$ cat config.mk
export PLATFORM = sky130hd
export DESIGN_NAME = phaethonCpu
export DESIGN_NICKNAME = d
export VERILOG_FILES = /design/src/common/cpuPkg.sv /design/src/core/execUnit.sv /design/src/core/instrFetch.sv /design/src/core/loadStore.sv /design/src/verilog/busArbiter.sv /design/src/verilog/phaethonCpu.sv
export VERILOG_INCLUDE_DIRS = /design/src /design/src/common
export SDC_FILE = /design/constraint.sdc
export NUM_CORES = 2
export LEC_CHECK = 0
export ABC_CLOCK_PERIOD_IN_PS = 21200
export BUFFER_PORTS_ARGS = -buffer_cell sky130_fd_sc_hd__buf_2
export CORE_UTILIZATION = 35
export DETAILED_ROUTE_END_ITERATION = 8
export MAX_ROUTING_LAYER = met4
export PLACE_DENSITY = 0.52
export SLEW_MARGIN = 40
export SYNTH_ARGS = -nofsm -noshare
export SYNTH_HDL_FRONTEND = slang
export SYNTH_SLANG_ARGS = --single-unit
$ cat constraint.sdc
create_clock -name clk -period 21.2 [get_ports clk]
set_input_delay 4.24 -clock clk [delete_from_list [all_inputs] [get_ports clk]]
set_output_delay 4.24 -clock clk [all_outputs]
set_load 0.05 [all_outputs]
$ cat src/common/cpu_consts.svh
`ifndef CPU_CONSTS_SVH
`define CPU_CONSTS_SVH

// Datapath widths
`define CPU_WORD_W     32
`define CPU_OP_W       8     // Opcode byte
`define CPU_REG_IDX_W  4     // Only the low 4 bits of a register field count
`define CPU_NUM_REGS   16

// Instruction pointer steps in bytes
`define CPU_SHORT_LEN  32'd4
`define CPU_LONG_LEN   32'd8  // Instruction word plus data word

// Opcodes in byte 0 of the instruction word
`define OP_MOV_RC      8'd1   // rA = const
`define OP_MOV_RR      8'd2   // rA = rB
`define OP_LD_RRO      8'd3   // rA = mem[rB + const]
`define OP_ST_RRO      8'd4   // mem[rA + const] = rB
`define OP_ADD_RRR     8'd5
`define OP_ADD_RRC     8'd6
`define OP_SUB_RRR     8'd7
`define OP_SHL_RRR     8'd8
`define OP_SHR_RRR     8'd9

// Compares write 0 or 1 into rA
`define OP_CMPLT_RRR   8'd10  // Unsigned
`define OP_CMPE_RRR    8'd11

// Control flow, target in the data word
`define OP_JMP_C       8'd12
`define OP_JZ_RC       8'd13  // Tests rC
`define OP_JNZ_RC      8'd14  // Tests rC
`define OP_STALL       8'd15  // Halts until reset

`endif

$ cat src/common/cpuPkg.sv
`include "cpu_consts.svh"

package cpuPkg;

  typedef logic [`CPU_WORD_W-1:0]    cpuWord;   // Register or memory value
  typedef logic [`CPU_WORD_W-1:0]    cpuAddr;   // Byte address
  typedef logic [`CPU_REG_IDX_W-1:0] regIndex;
  typedef logic [`CPU_OP_W-1:0]      opCode;

  // Instruction sequencer in execUnit
  typedef enum logic [2:0] {
    seqFetch,      // Instruction and data word from memory
    seqDecode,     // Operand read
    seqMemory,     // LD and ST only
    seqWriteback,  // Register write and ipointer update
    seqHalted      // After STALL
  } seqState;

endpackage

$ cat src/core/execUnit.sv
`include "cpu_consts.svh"

module execUnit import cpuPkg::*; (
  input  logic   clk,
  input  logic   reset,
  output logic   halted,
  output cpuAddr ipointer,
  // Fetch side
  output logic   fetchStart,
  output cpuAddr fetchAddr,
  output logic   needLong,
  input  logic   instrReady,
  input  logic   fetchDone,
  input  cpuWord instrWord,
  input  cpuWord dataWord,
  // Load/store side
  output logic   lsStart,
  output logic   lsWrite,
  output cpuWord baseValue,
  output cpuWord offsetValue,
  output cpuWord storeValue,
  input  logic   lsDone,
  input  cpuWord loadValue
);

  seqState state;
  logic    fetchBusy;                   // Fetch issued, waiting on fetchDone
  cpuWord  regFile [`CPU_NUM_REGS];
  cpuWord  valA;                        // Operands latched in decode
  cpuWord  valB;
  cpuWord  valC;
  opCode   op;
  regIndex rA;
  regIndex rB;
  regIndex rC;
  logic    isLong;
  logic    isMem;
  logic    doWrite;                     // Result goes to rA
  logic    takeJump;
  cpuWord  aluResult;
  cpuAddr  nextIp;

  function automatic logic longOp(opCode code);
    case (code)
      `OP_MOV_RC, `OP_LD_RRO, `OP_ST_RRO, `OP_ADD_RRC,
      `OP_JMP_C, `OP_JZ_RC, `OP_JNZ_RC: longOp = 1'b1;
      default: longOp = 1'b0;           // Unknown opcodes count as short
    endcase
  endfunction

  // Field decode straight off the held instruction word
  assign op     = instrWord[7:0];
  assign rA     = instrWord[11:8];
  assign rB     = instrWord[19:16];
  assign rC     = instrWord[27:24];
  assign isLong = longOp(op);
  assign isMem  = (op == `OP_LD_RRO) || (op == `OP_ST_RRO);

  assign needLong  = instrReady && isLong;
  assign fetchAddr = ipointer;
  assign halted    = (state == seqHalted);

  // Memory step
  assign lsWrite     = (op == `OP_ST_RRO);
  assign baseValue   = lsWrite ? valA : valB;   // ST is based on rA, LD on rB
  assign offsetValue = dataWord;
  assign storeValue  = valB;

  // ALU and writeback select
  always_comb begin
    aluResult = '0;
    doWrite   = 1'b1;
    case (op)
      `OP_MOV_RC:    aluResult = dataWord;
      `OP_MOV_RR:    aluResult = valB;
      `OP_LD_RRO:    aluResult = loadValue;
      `OP_ADD_RRR:   aluResult = valB + valC;
      `OP_ADD_RRC:   aluResult = valB + dataWord;
      `OP_SUB_RRR:   aluResult = valB - valC;
      `OP_SHL_RRR:   aluResult = valB << valC;     // Full rC as amount
      `OP_SHR_RRR:   aluResult = valB >> valC;     // Logical
      `OP_CMPLT_RRR: aluResult = cpuWord'(valB < valC);
      `OP_CMPE_RRR:  aluResult = cpuWord'(valB == valC);
      default:       doWrite = 1'b0;               // ST, jumps, STALL, no-ops
    endcase
  end

  // Branch decision on the latched rC
  always_comb begin
    case (op)
      `OP_JMP_C: takeJump = 1'b1;
      `OP_JZ_RC:  takeJump = (valC == '0);
      `OP_JNZ_RC: takeJump = (valC != '0);
      default:    takeJump = 1'b0;
    endcase
  end

  assign nextIp = takeJump ? dataWord : ipointer + (isLong ? `CPU_LONG_LEN : `CPU_SHORT_LEN);

  // Sequencer
  always_ff @(posedge clk or posedge reset) begin
    if (reset) begin
      state      <= seqFetch;
      fetchBusy  <= 1'b0;
      fetchStart <= 1'b0;
      lsStart    <= 1'b0;
      ipointer   <= '0;
    end else begin
      fetchStart <= 1'b0;   // Pulses
      lsStart    <= 1'b0;
      case (state)
        seqFetch: begin
          if (!fetchBusy) begin
            fetchStart <= 1'b1;
            fetchBusy  <= 1'b1;
          end
          if (fetchDone) begin
            fetchBusy <= 1'b0;
            state     <= seqDecode;
          end
        end
        seqDecode: begin
          if (isMem) begin
            lsStart <= 1'b1;          // Operands are latched by then
            state   <= seqMemory;
          end else begin
            state <= seqWriteback;
          end
        end
        seqMemory: begin
          if (lsDone) state <= seqWriteback;
        end
        seqWriteback: begin
          if (op == `OP_STALL) begin
            state <= seqHalted;       // ipointer stays on the STALL
          end else begin
            ipointer <= nextIp;       // Once per instruction
            state    <= seqFetch;
          end
        end
        default: state <= seqHalted;  // Parked until reset
      endcase
    end
  end

  // Operand read
  always_ff @(posedge clk) begin
    if (state == seqDecode) begin
      valA <= regFile[rA];
      valB <= regFile[rB];
      valC <= regFile[rC];
    end
  end

  // Register file, one write port
  always_ff @(posedge clk or posedge reset) begin
    if (reset) begin
      for (int i = 0; i < `CPU_NUM_REGS; i++) begin
        regFile[i] <= '0;
      end
    end else if (state == seqWriteback && doWrite) begin
      regFile[rA] <= aluResult;
    end
  end

endmodule

$ cat src/core/instrFetch.sv
`include "cpu_consts.svh"

module instrFetch import cpuPkg::*; (
  input  logic   clk,
  input  logic   reset,
  input  logic   fetchStart,
  input  cpuAddr fetchAddr,
  input  logic   needLong,    // Sampled while instrReady is high
  output logic   instrReady,
  output logic   fetchDone,
  output cpuWord instrWord,
  output cpuWord dataWord,
  // Arbiter side
  output logic   fReq,
  output cpuAddr fAddr,
  input  logic   fDone,
  input  cpuWord fRdata
);

  typedef enum logic [1:0] {fetchIdle, fetchInstr, fetchCheck, fetchData} fetchState;

  fetchState state;

  always_ff @(posedge clk or posedge reset) begin
    if (reset) begin
      state      <= fetchIdle;
      fReq       <= 1'b0;
      instrReady <= 1'b0;
      fetchDone  <= 1'b0;
    end else begin
      instrReady <= 1'b0;   // Pulses
      fetchDone  <= 1'b0;
      case (state)
        fetchIdle: begin
          if (fetchStart) begin
            fReq  <= 1'b1;
            state <= fetchInstr;
          end
        end
        fetchInstr: begin
          if (fDone) begin
            fReq       <= 1'b0;
            instrReady <= 1'b1;     // execUnit answers with needLong next cycle
            state      <= fetchCheck;
          end
        end
        fetchCheck: begin
          if (needLong) begin
            fReq  <= 1'b1;          // Second word of a long instruction
            state <= fetchData;
          end else begin
            fetchDone <= 1'b1;
            state     <= fetchIdle;
          end
        end
        fetchData: begin
          if (fDone) begin
            fReq      <= 1'b0;
            fetchDone <= 1'b1;
            state     <= fetchIdle;
          end
        end
        default: state <= fetchIdle;
      endcase
    end
  end

  // Address and fetched words, held until the next fetch
  always_ff @(posedge clk) begin
    if (state == fetchIdle && fetchStart) fAddr <= fetchAddr;
    if (state == fetchCheck && needLong) fAddr <= fAddr + `CPU_SHORT_LEN;
    if (state == fetchInstr && fDone) instrWord <= fRdata;
    if (state == fetchData && fDone) dataWord <= fRdata;
  end

endmodule

$ cat src/core/loadStore.sv
module loadStore import cpuPkg::*; (
  input  logic   clk,
  input  logic   reset,
  input  logic   lsStart,
  input  logic   lsWrite,
  input  cpuWord baseValue,
  input  cpuWord offsetValue,
  input  cpuWord storeValue,
  output logic   lsDone,
  output cpuWord loadValue,
  // Arbiter side
  output logic   lsReq,
  output logic   lsWriteBus,
  output cpuAddr lsAddr,
  output cpuWord lsWdata,
  input  logic   lsDoneBus,
  input  cpuWord lsRdata
);

  logic accept;   // New request taken this cycle

  assign accept = lsStart && !lsReq;

  always_ff @(posedge clk or posedge reset) begin
    if (reset) begin
      lsReq  <= 1'b0;
      lsDone <= 1'b0;
    end else begin
      lsDone <= 1'b0;
      if (accept) begin
        lsReq <= 1'b1;        // Held until the bus finishes
      end else if (lsDoneBus) begin
        lsReq  <= 1'b0;
        lsDone <= 1'b1;
      end
    end
  end

  // Request payload and captured load data
  always_ff @(posedge clk) begin
    if (accept) begin
      lsAddr     <= baseValue + offsetValue;   // Base register plus constant
      lsWriteBus <= lsWrite;
      lsWdata    <= storeValue;
    end
    if (lsDoneBus && !lsWriteBus) begin
      loadValue <= lsRdata;                  // Valid with the done pulse
    end
  end

endmodule

$ cat src/verilog/busArbiter.sv
module busArbiter import cpuPkg::*; (
  input  logic       clk,
  input  logic       reset,
  // Instruction fetch requester, read only
  input  logic       fReq,
  input  cpuAddr     fAddr,
  output logic       fDone,
  output cpuWord     fRdata,
  // Load/store requester
  input  logic       lsReq,
  input  logic       lsWrite,
  input  cpuAddr     lsAddr,
  input  cpuWord     lsWdata,
  output logic       lsDoneBus,
  output cpuWord     lsRdata,
  // AXI4-Lite master
  output cpuAddr     araddr,
  output logic       arvalid,
  input  logic       arready,
  input  cpuWord     rdata,
  input  logic [1:0] rresp,    // Not acted on, data taken as is
  input  logic       rvalid,
  output logic       rready,
  output cpuAddr     awaddr,
  output logic       awvalid,
  input  logic       awready,
  output cpuWord     wdata,
  output logic [3:0] wstrb,
  output logic       wvalid,
  input  logic       wready,
  input  logic [1:0] bresp,    // Not acted on either
  input  logic       bvalid,
  output logic       bready
);

  typedef enum logic [1:0] {arbIdle, arbRead, arbWrite} arbState;

  arbState state;
  logic    grantLs;    // Owner of the transaction in flight
  logic    readDone;
  logic    writeDone;

  assign rready    = (state == arbRead);   // Ready for the response as soon as we ask
  assign bready    = (state == arbWrite);
  assign wstrb     = 4'b1111;              // Whole words only
  assign readDone  = rready && rvalid;
  assign writeDone = bready && bvalid;

  // Done pulses go back in the handshake cycle, read data with them
  assign fDone     = readDone && !grantLs;
  assign lsDoneBus = (readDone || writeDone) && grantLs;
  assign fRdata    = rdata;
  assign lsRdata   = rdata;

  always_ff @(posedge clk or posedge reset) begin
    if (reset) begin
      state   <= arbIdle;
      grantLs <= 1'b0;
      arvalid <= 1'b0;
      awvalid <= 1'b0;
      wvalid  <= 1'b0;
    end else begin
      case (state)
        arbIdle: begin
          if (lsReq) begin                 // Data side wins a tie
            grantLs <= 1'b1;
            if (lsWrite) begin
              awvalid <= 1'b1;             // Address and data go out together
              wvalid  <= 1'b1;
              state   <= arbWrite;
            end else begin
              arvalid <= 1'b1;
              state   <= arbRead;
            end
          end else if (fReq) begin
            grantLs <= 1'b0;
            arvalid <= 1'b1;
            state   <= arbRead;
          end
        end
        arbRead: begin
          if (arready) arvalid <= 1'b0;
          if (readDone) state <= arbIdle;
        end
        arbWrite: begin
          if (awready) awvalid <= 1'b0;    // Channels may accept in either order
          if (wready) wvalid <= 1'b0;
          if (writeDone) state <= arbIdle;
        end
        default: state <= arbIdle;
      endcase
    end
  end

  // Payload tracks the requesters while idle and freezes once a valid rises
  always_ff @(posedge clk) begin
    if (state == arbIdle) begin
      araddr <= lsReq ? lsAddr : fAddr;
      awaddr <= lsAddr;
      wdata  <= lsWdata;
    end
  end

endmodule

$ cat src/verilog/phaethonCpu.sv
module phaethonCpu import cpuPkg::*; (
  input  logic       clk,
  input  logic       reset,
  output cpuAddr     araddr,
  output logic       arvalid,
  input  logic       arready,
  input  cpuWord     rdata,
  input  logic [1:0] rresp,
  input  logic       rvalid,
  output logic       rready,
  output cpuAddr     awaddr,
  output logic       awvalid,
  input  logic       awready,
  output cpuWord     wdata,
  output logic [3:0] wstrb,
  output logic       wvalid,
  input  logic       wready,
  input  logic [1:0] bresp,
  input  logic       bvalid,
  output logic       bready,
  output logic       halted,
  output cpuAddr     ipointer
);

  // Sequencer to fetch
  logic   fetchStart;
  logic   needLong;
  logic   instrReady;
  logic   fetchDone;
  cpuAddr fetchAddr;
  cpuWord instrWord;
  cpuWord dataWord;
  // Sequencer to load/store
  logic   lsStart;
  logic   lsWrite;
  logic   lsDone;
  cpuWord baseValue;
  cpuWord offsetValue;
  cpuWord storeValue;
  cpuWord loadValue;
  // Requesters to arbiter
  logic   fReq;
  logic   fDone;
  cpuAddr fAddr;
  cpuWord fRdata;
  logic   lsReq;
  logic   lsWriteBus;
  logic   lsDoneBus;
  cpuAddr lsAddr;
  cpuWord lsWdata;
  cpuWord lsRdata;

  execUnit exec (
    .clk, .reset, .halted, .ipointer,
    .fetchStart, .fetchAddr, .needLong, .instrReady, .fetchDone, .instrWord, .dataWord,
    .lsStart, .lsWrite, .baseValue, .offsetValue, .storeValue, .lsDone, .loadValue
  );

  instrFetch fetch (
    .clk, .reset, .fetchStart, .fetchAddr, .needLong,
    .instrReady, .fetchDone, .instrWord, .dataWord,
    .fReq, .fAddr, .fDone, .fRdata
  );

  loadStore lsu (
    .clk, .reset, .lsStart, .lsWrite, .baseValue, .offsetValue, .storeValue,
    .lsDone, .loadValue,
    .lsReq, .lsWriteBus, .lsAddr, .lsWdata, .lsDoneBus, .lsRdata
  );

  busArbiter arb (
    .clk, .reset,
    .fReq, .fAddr, .fDone, .fRdata,
    .lsReq, .lsWrite(lsWriteBus), .lsAddr, .lsWdata, .lsDoneBus, .lsRdata,
    .araddr, .arvalid, .arready, .rdata, .rresp, .rvalid, .rready,
    .awaddr, .awvalid, .awready, .wdata, .wstrb, .wvalid, .wready,
    .bresp, .bvalid, .bready
  );

endmodule
# --- After elaboration in Yosys (flattened, before gate mapping) ---
# Index checks and enable logic that the tools add are counted.
# W data, S select, Z words.
word_totals:
  out_inout_bits: 138
  register_bits: 944
  in_bits: 43
op_classes:
  n_bitwise: 4
  n_eq_ne: 41
  shift: 2
  addsub: 6
  reduce_logical: 40
  order_cmp: 5
  muxes: 68
op_table:
  columns: ["operator", "n"]
  rows:
  - ["$bwmux W512", 1]
  - ["$bmux W32 S4", 3]
  - ["$mux W32", 12]
  - ["$pmux W32 S10", 1]
  - ["$add A32 B32 Y32", 4]
  - ["$demux W32 S4", 1]
  - ["$eq A8 B4 Y1 const B", 8]
  - ["$add A32 B3 Y32 const B", 1]
  - ["$eq A32 B32 Y1", 1]
  - ["$eq A8 B3 Y1 const B", 4]
  - ["$logic_not A32 Y1", 1]
  - ["$lt A32 B32 Y1", 1]
  - ["$reduce_bool A32 Y1", 1]
  - ["$shl A32 B32 Y32", 1]
  - ["$shr A32 B32 Y32", 1]
  - ["$sub A32 B32 Y32", 1]
  - ["$mux W1", 28]
  - ["$mux W2", 9]
  - ["$eq A8 B2 Y1 const B", 2]
  - ["$ne A2 B2 Y1 const B", 8]
  - ["$ge A5 B5 Y1 const B", 3]
  - ["$not A4 Y5", 3]
  - ["$logic_and A1 B1 Y1", 13]
  - ["$ne A2 B1 Y1 const B", 6]
  - ["27 further kinds", 52]

# --- Longest topological paths before layout ---
logic_depth:
  word_depth: 6
  ltp_mapped: 19

# --- Cells and area by module ---
# From an unflattened synthesis, not the netlist that was laid out.
hier_totals:
  cells_unflattened: 4847
  hier_area_um2: 58645.0
by_module_without_submodules:
  columns: ["mod", "cells_per_inst", "n_inst", "area_each_um2", "seq_area_each_um2"]
  rows:
  - ["execUnit", 3974, 1, 45596.2, 16646.0]
  - ["loadStore", 343, 1, 4714.5, 2962.8]
  - ["busArbiter", 236, 1, 4235.3, 3032.9]
  - ["instrFetch", 294, 1, 4098.9, 3007.9]

# --- Worst setup path before layout ---
# Ideal clock, no wire load.
synth_timing:
  path_type: "reg-to-reg"
  start: "register exec.state[1]"
  end: "register exec.valB[0] (netlist: exec.storeValue[0]), enable pin"
  stages_incl_launch_ff: 3
  required_time_ns: 20.530
  n_path_buf: 1
  setup_slack_ns: 13.388
  arrival_ns: 7.142
  period_less_slack_ns: 7.812
  path_cell_list: "dfrtp_1 -> clkbuf_1 -> nor3_1"
synth_between:
  elab_chain_len: 1
synth_rtl:
  columns: ["element", "line_no", "source"]
  rows:
  - ["start: declaration", "execUnit.sv:26", "seqState state;"]
  - ["start signal: assignment", "execUnit.sv:103", "state <= seqFetch;"]
  - ["start signal: assignment", "execUnit.sv:119", "state <= seqDecode;"]
  - ["start signal: assignment", "execUnit.sv:125", "state <= seqMemory;"]
  - ["$eq A3 B1 Y1", "execUnit.sv:148", "if (state == seqDecode) begin"]
  - ["end signal: assignment", "execUnit.sv:150", "valB <= regFile[rB];"]
  - ["end: declaration", "execUnit.sv:30", "cpuWord valB;"]
# No other way between the ends.
# A chain may end at the register's enable or synchronous reset.

# --- Worst setup path after layout ---
layout_timing:
  start: "register fetch.instrWord[1]"
  end: "register exec.regFile[414] in the netlist's numbering"
layout_between:
  elab_chain_len: 4
layout_rtl:
  columns: ["element", "line_no", "source"]
  rows:
  - ["start: declaration", "instrFetch.sv:11", "output cpuWord instrWord,"]
  - ["start signal: assignment", "instrFetch.sv:72", "if (state == fetchInstr && fDone) instrWord <= fRdata;"]
  - ["$eq A8 B1 Y1 (tied with other cells)", "execUnit.sv:73", "case (op)"]
  - ["$reduce_or A10 Y1 (no source line)", null, null]
  - ["$mux W1", "execUnit.sv:73", null]
  - ["$logic_and A1 B1 Y1", "execUnit.sv:161", "end else if (state == seqWriteback && doWrite) begin"]
  - ["end signal: indexed assignment", "execUnit.sv:162", "regFile[rA] <= aluResult;"]
  - ["end: declaration", "execUnit.sv:28", "cpuWord regFile [`CPU_NUM_REGS];"]
# Several ways; a longest one is shown, not always the timed one.

==> results.md <==
- The run finished with clean final reports.
- The cell internal power dissipation is 3.72 mW.
- The number of top-level pins is 181.
- In this design, the stage delay of the slowest critical-path cell is 0.65 ns.
- The net count of the finished layout is 4600.
- The die extent in y is 399 um.
- The peak supply drop is 0.0597 mV.
- Counting flops with a built-in enable in the synthesized netlist gives 373.
- Combinational logic is responsible for 29.7% of the overall power.
- The most common cell in the synthesized netlist is sky130_fd_sc_hd__dfrtp_1.
- The final setup slack of the worst path is 15.02 ns.
- The number of global-route vias before repair came to 38485.
- The slowest stage of the critical path is the sky130_fd_sc_hd__nor2b_1 cell.
- The routed metal-1 wirelength is 77600 um.
- The overall overflow remaining after global route is 0.
- The routed layout has 39135 vias.
- The top achievable clock speed is 162 MHz.
- The multi-input combinational cells in the finished layout cover a total of 28500 sq um.
- In this run, post-CTS hold repair placed 0 buffers.
- The routed design uses 11600 um of met3 wire.
- The startpoint-to-endpoint class of the critical path is reg2reg.
- Detailed placement ended at an HPWL of 121000 um.
- The worst setup path is captured at a flip-flop.
- The power density over cell area is 93.2 nW/um^2.
- Setup violations remaining at the end of the flow were counted as 0.
- The die is 399 um wide.
- The die covers 159000 sq um.
- The maximum fanout along the worst path is 42.
- The register cell area after layout is 25300 sq um.
- Between clock sinks in the finished design, the worst skew comes to 0.0325 ns.
- Row generation in the floorplan step produced 145 rows.
- The type of the most critical hold path is reg2reg.
- The final total negative setup slack is 0 ns.
- The synthesized design contains 936 register bits.
- The post-route fraction of the period consumed by the critical path is 29.2%.
- The longest clock path from root to sink contains 3 buffers.
- The area share of the leading cell type in the synthesized netlist is 25.5%.
- Clock-pin slew was measured on the worst setup and hold paths at 0.06 ns.
- The proportion of synthesized chip area in sequential cells is 45.8%.
- Of all flip-flops after synthesis, the portion carrying an async set or reset was 60.1%.
- The first TritonRoute pass finished after 6 iterations.
- The count of input and output buffers is 172.
- The number of hold-slack violations in the final timing report is 0.
- For this design, the sink count on the clock tree is 936.
- The top layer reached by signal wires is met4.
- The switching portion of total power is 35.6%.
- The routability congestion estimate from global placement is 0.973.
- After synthesis, the cell types taking the most area are sky130_fd_sc_hd__dfrtp_1 26%, sky130_fd_sc_hd__edfxtp_1 20%, sky130_fd_sc_hd__mux4_2 20%.
- The headroom to the max-slew limit is 37.2%.
- The minimum setup slack after placement is 14.06 ns.
- TritonCTS built the clock tree.
- Buffers added to address setup during post-CTS repair amount to 0.
- The later pin in the worst-skew pair is clocked with a latency of 0.75 ns.
- Traced cell by cell, the critical path runs through buf_4, nor2b_1, nand2_1, buf_4, mux2_2, ha_1, fa_1, and3_1, a211oi_1, o211a_1, a21oi_1, o21ai_1, a31oi_1, o2111a_1, o21a_1, o31ai_4, mux2_2.
- In this run the clock root is driven by a sky130_fd_sc_hd__clkbuf_16.
- The effective utilization at floorplan is 35.3%.
- For this run, design rule violations remaining after detail routing come to 0.
- The worst setup path is launched from a flip-flop.
- The average routed wire per standard cell is 27.5 um.
- The core area is 156000 sq um.
- The overall global routing resource usage is 23.5%.
- The post-route antenna net violation count is 0.
- The synthesis warning total is 0.
- The signed area change from the synthesized netlist to the final layout is 12.5%.
- The worst endpoint data arrival time is 6.85 ns.
- Counting instances in the post-synthesis netlist gives the leading cell types as 563 x sky130_fd_sc_hd__dfrtp_1, 494 x sky130_fd_sc_hd__mux4_2, 383 x sky130_fd_sc_hd__nand2_1.
- Wires add up to 181000 um.
- Buffers inserted during clock tree synthesis total 100.
- The leakage dissipation is 24.5 nW.
- The power share of the clock group is 31.4%.
- The tool flagged a number of max-cap violations equal to 0.
- The final count of pins violating max slew is 0.
- The initial DRC count is 3568.
- Of all cell types, the one taking the most synthesized area is sky130_fd_sc_hd__dfrtp_1.
- The initial antenna violation count was 9.
- After synthesis, the netlist uses 87 different library cells.
- The post-detailed-placement cell area is 58600 sq um.
- The largest net degree at the start of global routing is 107.
- The most instantiated flip-flop cell in the synthesis netlist is sky130_fd_sc_hd__dfrtp_1.
- The sequential power share is 38.9%.
- CTS built an H-tree with a depth of 3.
- The pin slew with the least headroom to its limit is 0.941 ns.
- The routed design uses 86400 um of met2 wire.
- The synthesized area is 55200 sq um.
- The gate count after technology mapping is 4398.
- The number of gates resized after CTS was 0.
- Dividing the detail-routed via count by the number of cells gives 5.93.
- The net switching power is 2.06 mW.
- Cells with a size suffix above 1 make up 30.7% of the layout.
- The total power is 5.78 mW.
- The first global-routing pass estimated 268000 um of wire.
- Once layout is done, the placed cells without fillers occupy 62100 sq um.
- The clock period could shrink to 6.18 ns.
- Setup repair after global routing left no endpoint under its margin.
- The number of filler cells placed in the layout is 14844.
- The synthesized area per cell is 12.5 sq um.
- The required arrival time at the worst endpoint is 21.86 ns.
## registers in the layout, summed over array words and instances (netlist names), 2 cells and up
register / count
fetch.fAddr: 32
lsu.loadValue: 32
arb.wdata: 32
arb.awaddr: 32
lsu.lsAddr: 32
fetch.instrWord: 20
exec.valA: 32
exec.state: 3
exec.valC: 32
arb.araddr: 32
fetch.state: 2
arb.state: 2
exec.fetchAddr: 32
lsu.lsWdata: 32
exec.regFile: 512
fetch.dataWord: 32
exec.storeValue: 32
## final timing paths
kind,startpoint,endpoint,slack (ns),cells past startpoint
max,fetch.instrWord[1],exec.regFile[414],15.02,17
min,lsu.lsWdata[9],arb.wdata[9],0.42,0
max reg2reg,fetch.instrWord[1],exec.regFile[414],15.02,17
min reg2reg,lsu.lsWdata[9],arb.wdata[9],0.42,0
max in group asynchronous,reset,exec.regFile[479],15.08,5
min in group asynchronous,reset,exec.regFile[225],3.61,2
## per-layer routing
| metal | up-vias | GRT usage, % |
|---|---|---|
| li1 | 17104 | - |
| met1 | 20298 | 31.1 |
| met2 | 1448 | 37.2 |
| met3 | 285 | 3.31 |
| met4 | 0 | 7.72 |
| met5 | - | - |
## per-stage QoR
step | util [%] | hold WS [ns] | std cells
after detailed placement | 37.5 | 0.405 | 6404
after global placement | 37.2 | 0.404 | 6394
after floorplan | - | 0.400 | 4401
after global routing | 39.7 | 0.425 | 6598
final | 39.7 | 0.416 | 6601
after CTS | 39.6 | 0.417 | 6593
## power groups by stage
stage | combinational (mW) | clock, mW | sequential [mW]
floorplan | 1.01 | 0 | 2.46
global placement | 1.68 | 0 | 2.28
detailed placement | 1.70 | 0 | 2.28
CTS | 1.71 | 1.86 | 2.25
global route | 1.84 | 1.92 | 2.27
finish | 1.72 | 1.82 | 2.25
## final cells by class
cell class,count,area share (%)
antenna,5,0.0202
tap,2058,4.15
timing repair buffer,291,3.34
clock buffer,137,4.52
sequential,936,40.8
multi-input combinational,3049,45.9
clock inverter,52,0.893
inverter,73,0.462
## critical path: cells and delay by family (launching register included)
kind / cells / cell delay (ns)
compound gates: 8 / 2.71
simple gates: 3 / 0.96
buf+inv: 2 / 0.81
fa+ha+maj: 2 / 0.66
mux: 2 / 0.63
flops: 1 / 0.32
## cells in the final DEF (no fill, tap or decap), types with 63 or more instances in the layout
cell type and count:
sky130_fd_sc_hd__ha_1 102, sky130_fd_sc_hd__buf_4 88, sky130_fd_sc_hd__nor2_1 292, sky130_fd_sc_hd__mux2_2 378, sky130_fd_sc_hd__edfxtp_1 373, sky130_fd_sc_hd__a21oi_1 283, sky130_fd_sc_hd__dfrtp_1 562, sky130_fd_sc_hd__buf_2 172
sky130_fd_sc_hd__o21ai_0 311, sky130_fd_sc_hd__mux4_2 494, sky130_fd_sc_hd__inv_1 71, sky130_fd_sc_hd__clkbuf_16 103, sky130_fd_sc_hd__xnor2_1 63, sky130_fd_sc_hd__nand2_1 373
## cell families after synthesis
| family | count (synthesis) | share of synthesized area, % |
|---|---|---|
| and+or+nand+nor | 958 | 7.61 |
| AOI/OAI and AO/OA | 943 | 10.4 |
| adders and majority gates | 106 | 2.46 |
| other | 1 | 0.00680 |
| buffers and inverters | 416 | 3.00 |
| DFF | 936 | 45.8 |
| muxes | 930 | 28.9 |
| xor gates and xnor gates | 108 | 1.71 |
(Power assumes the default switching activity.)
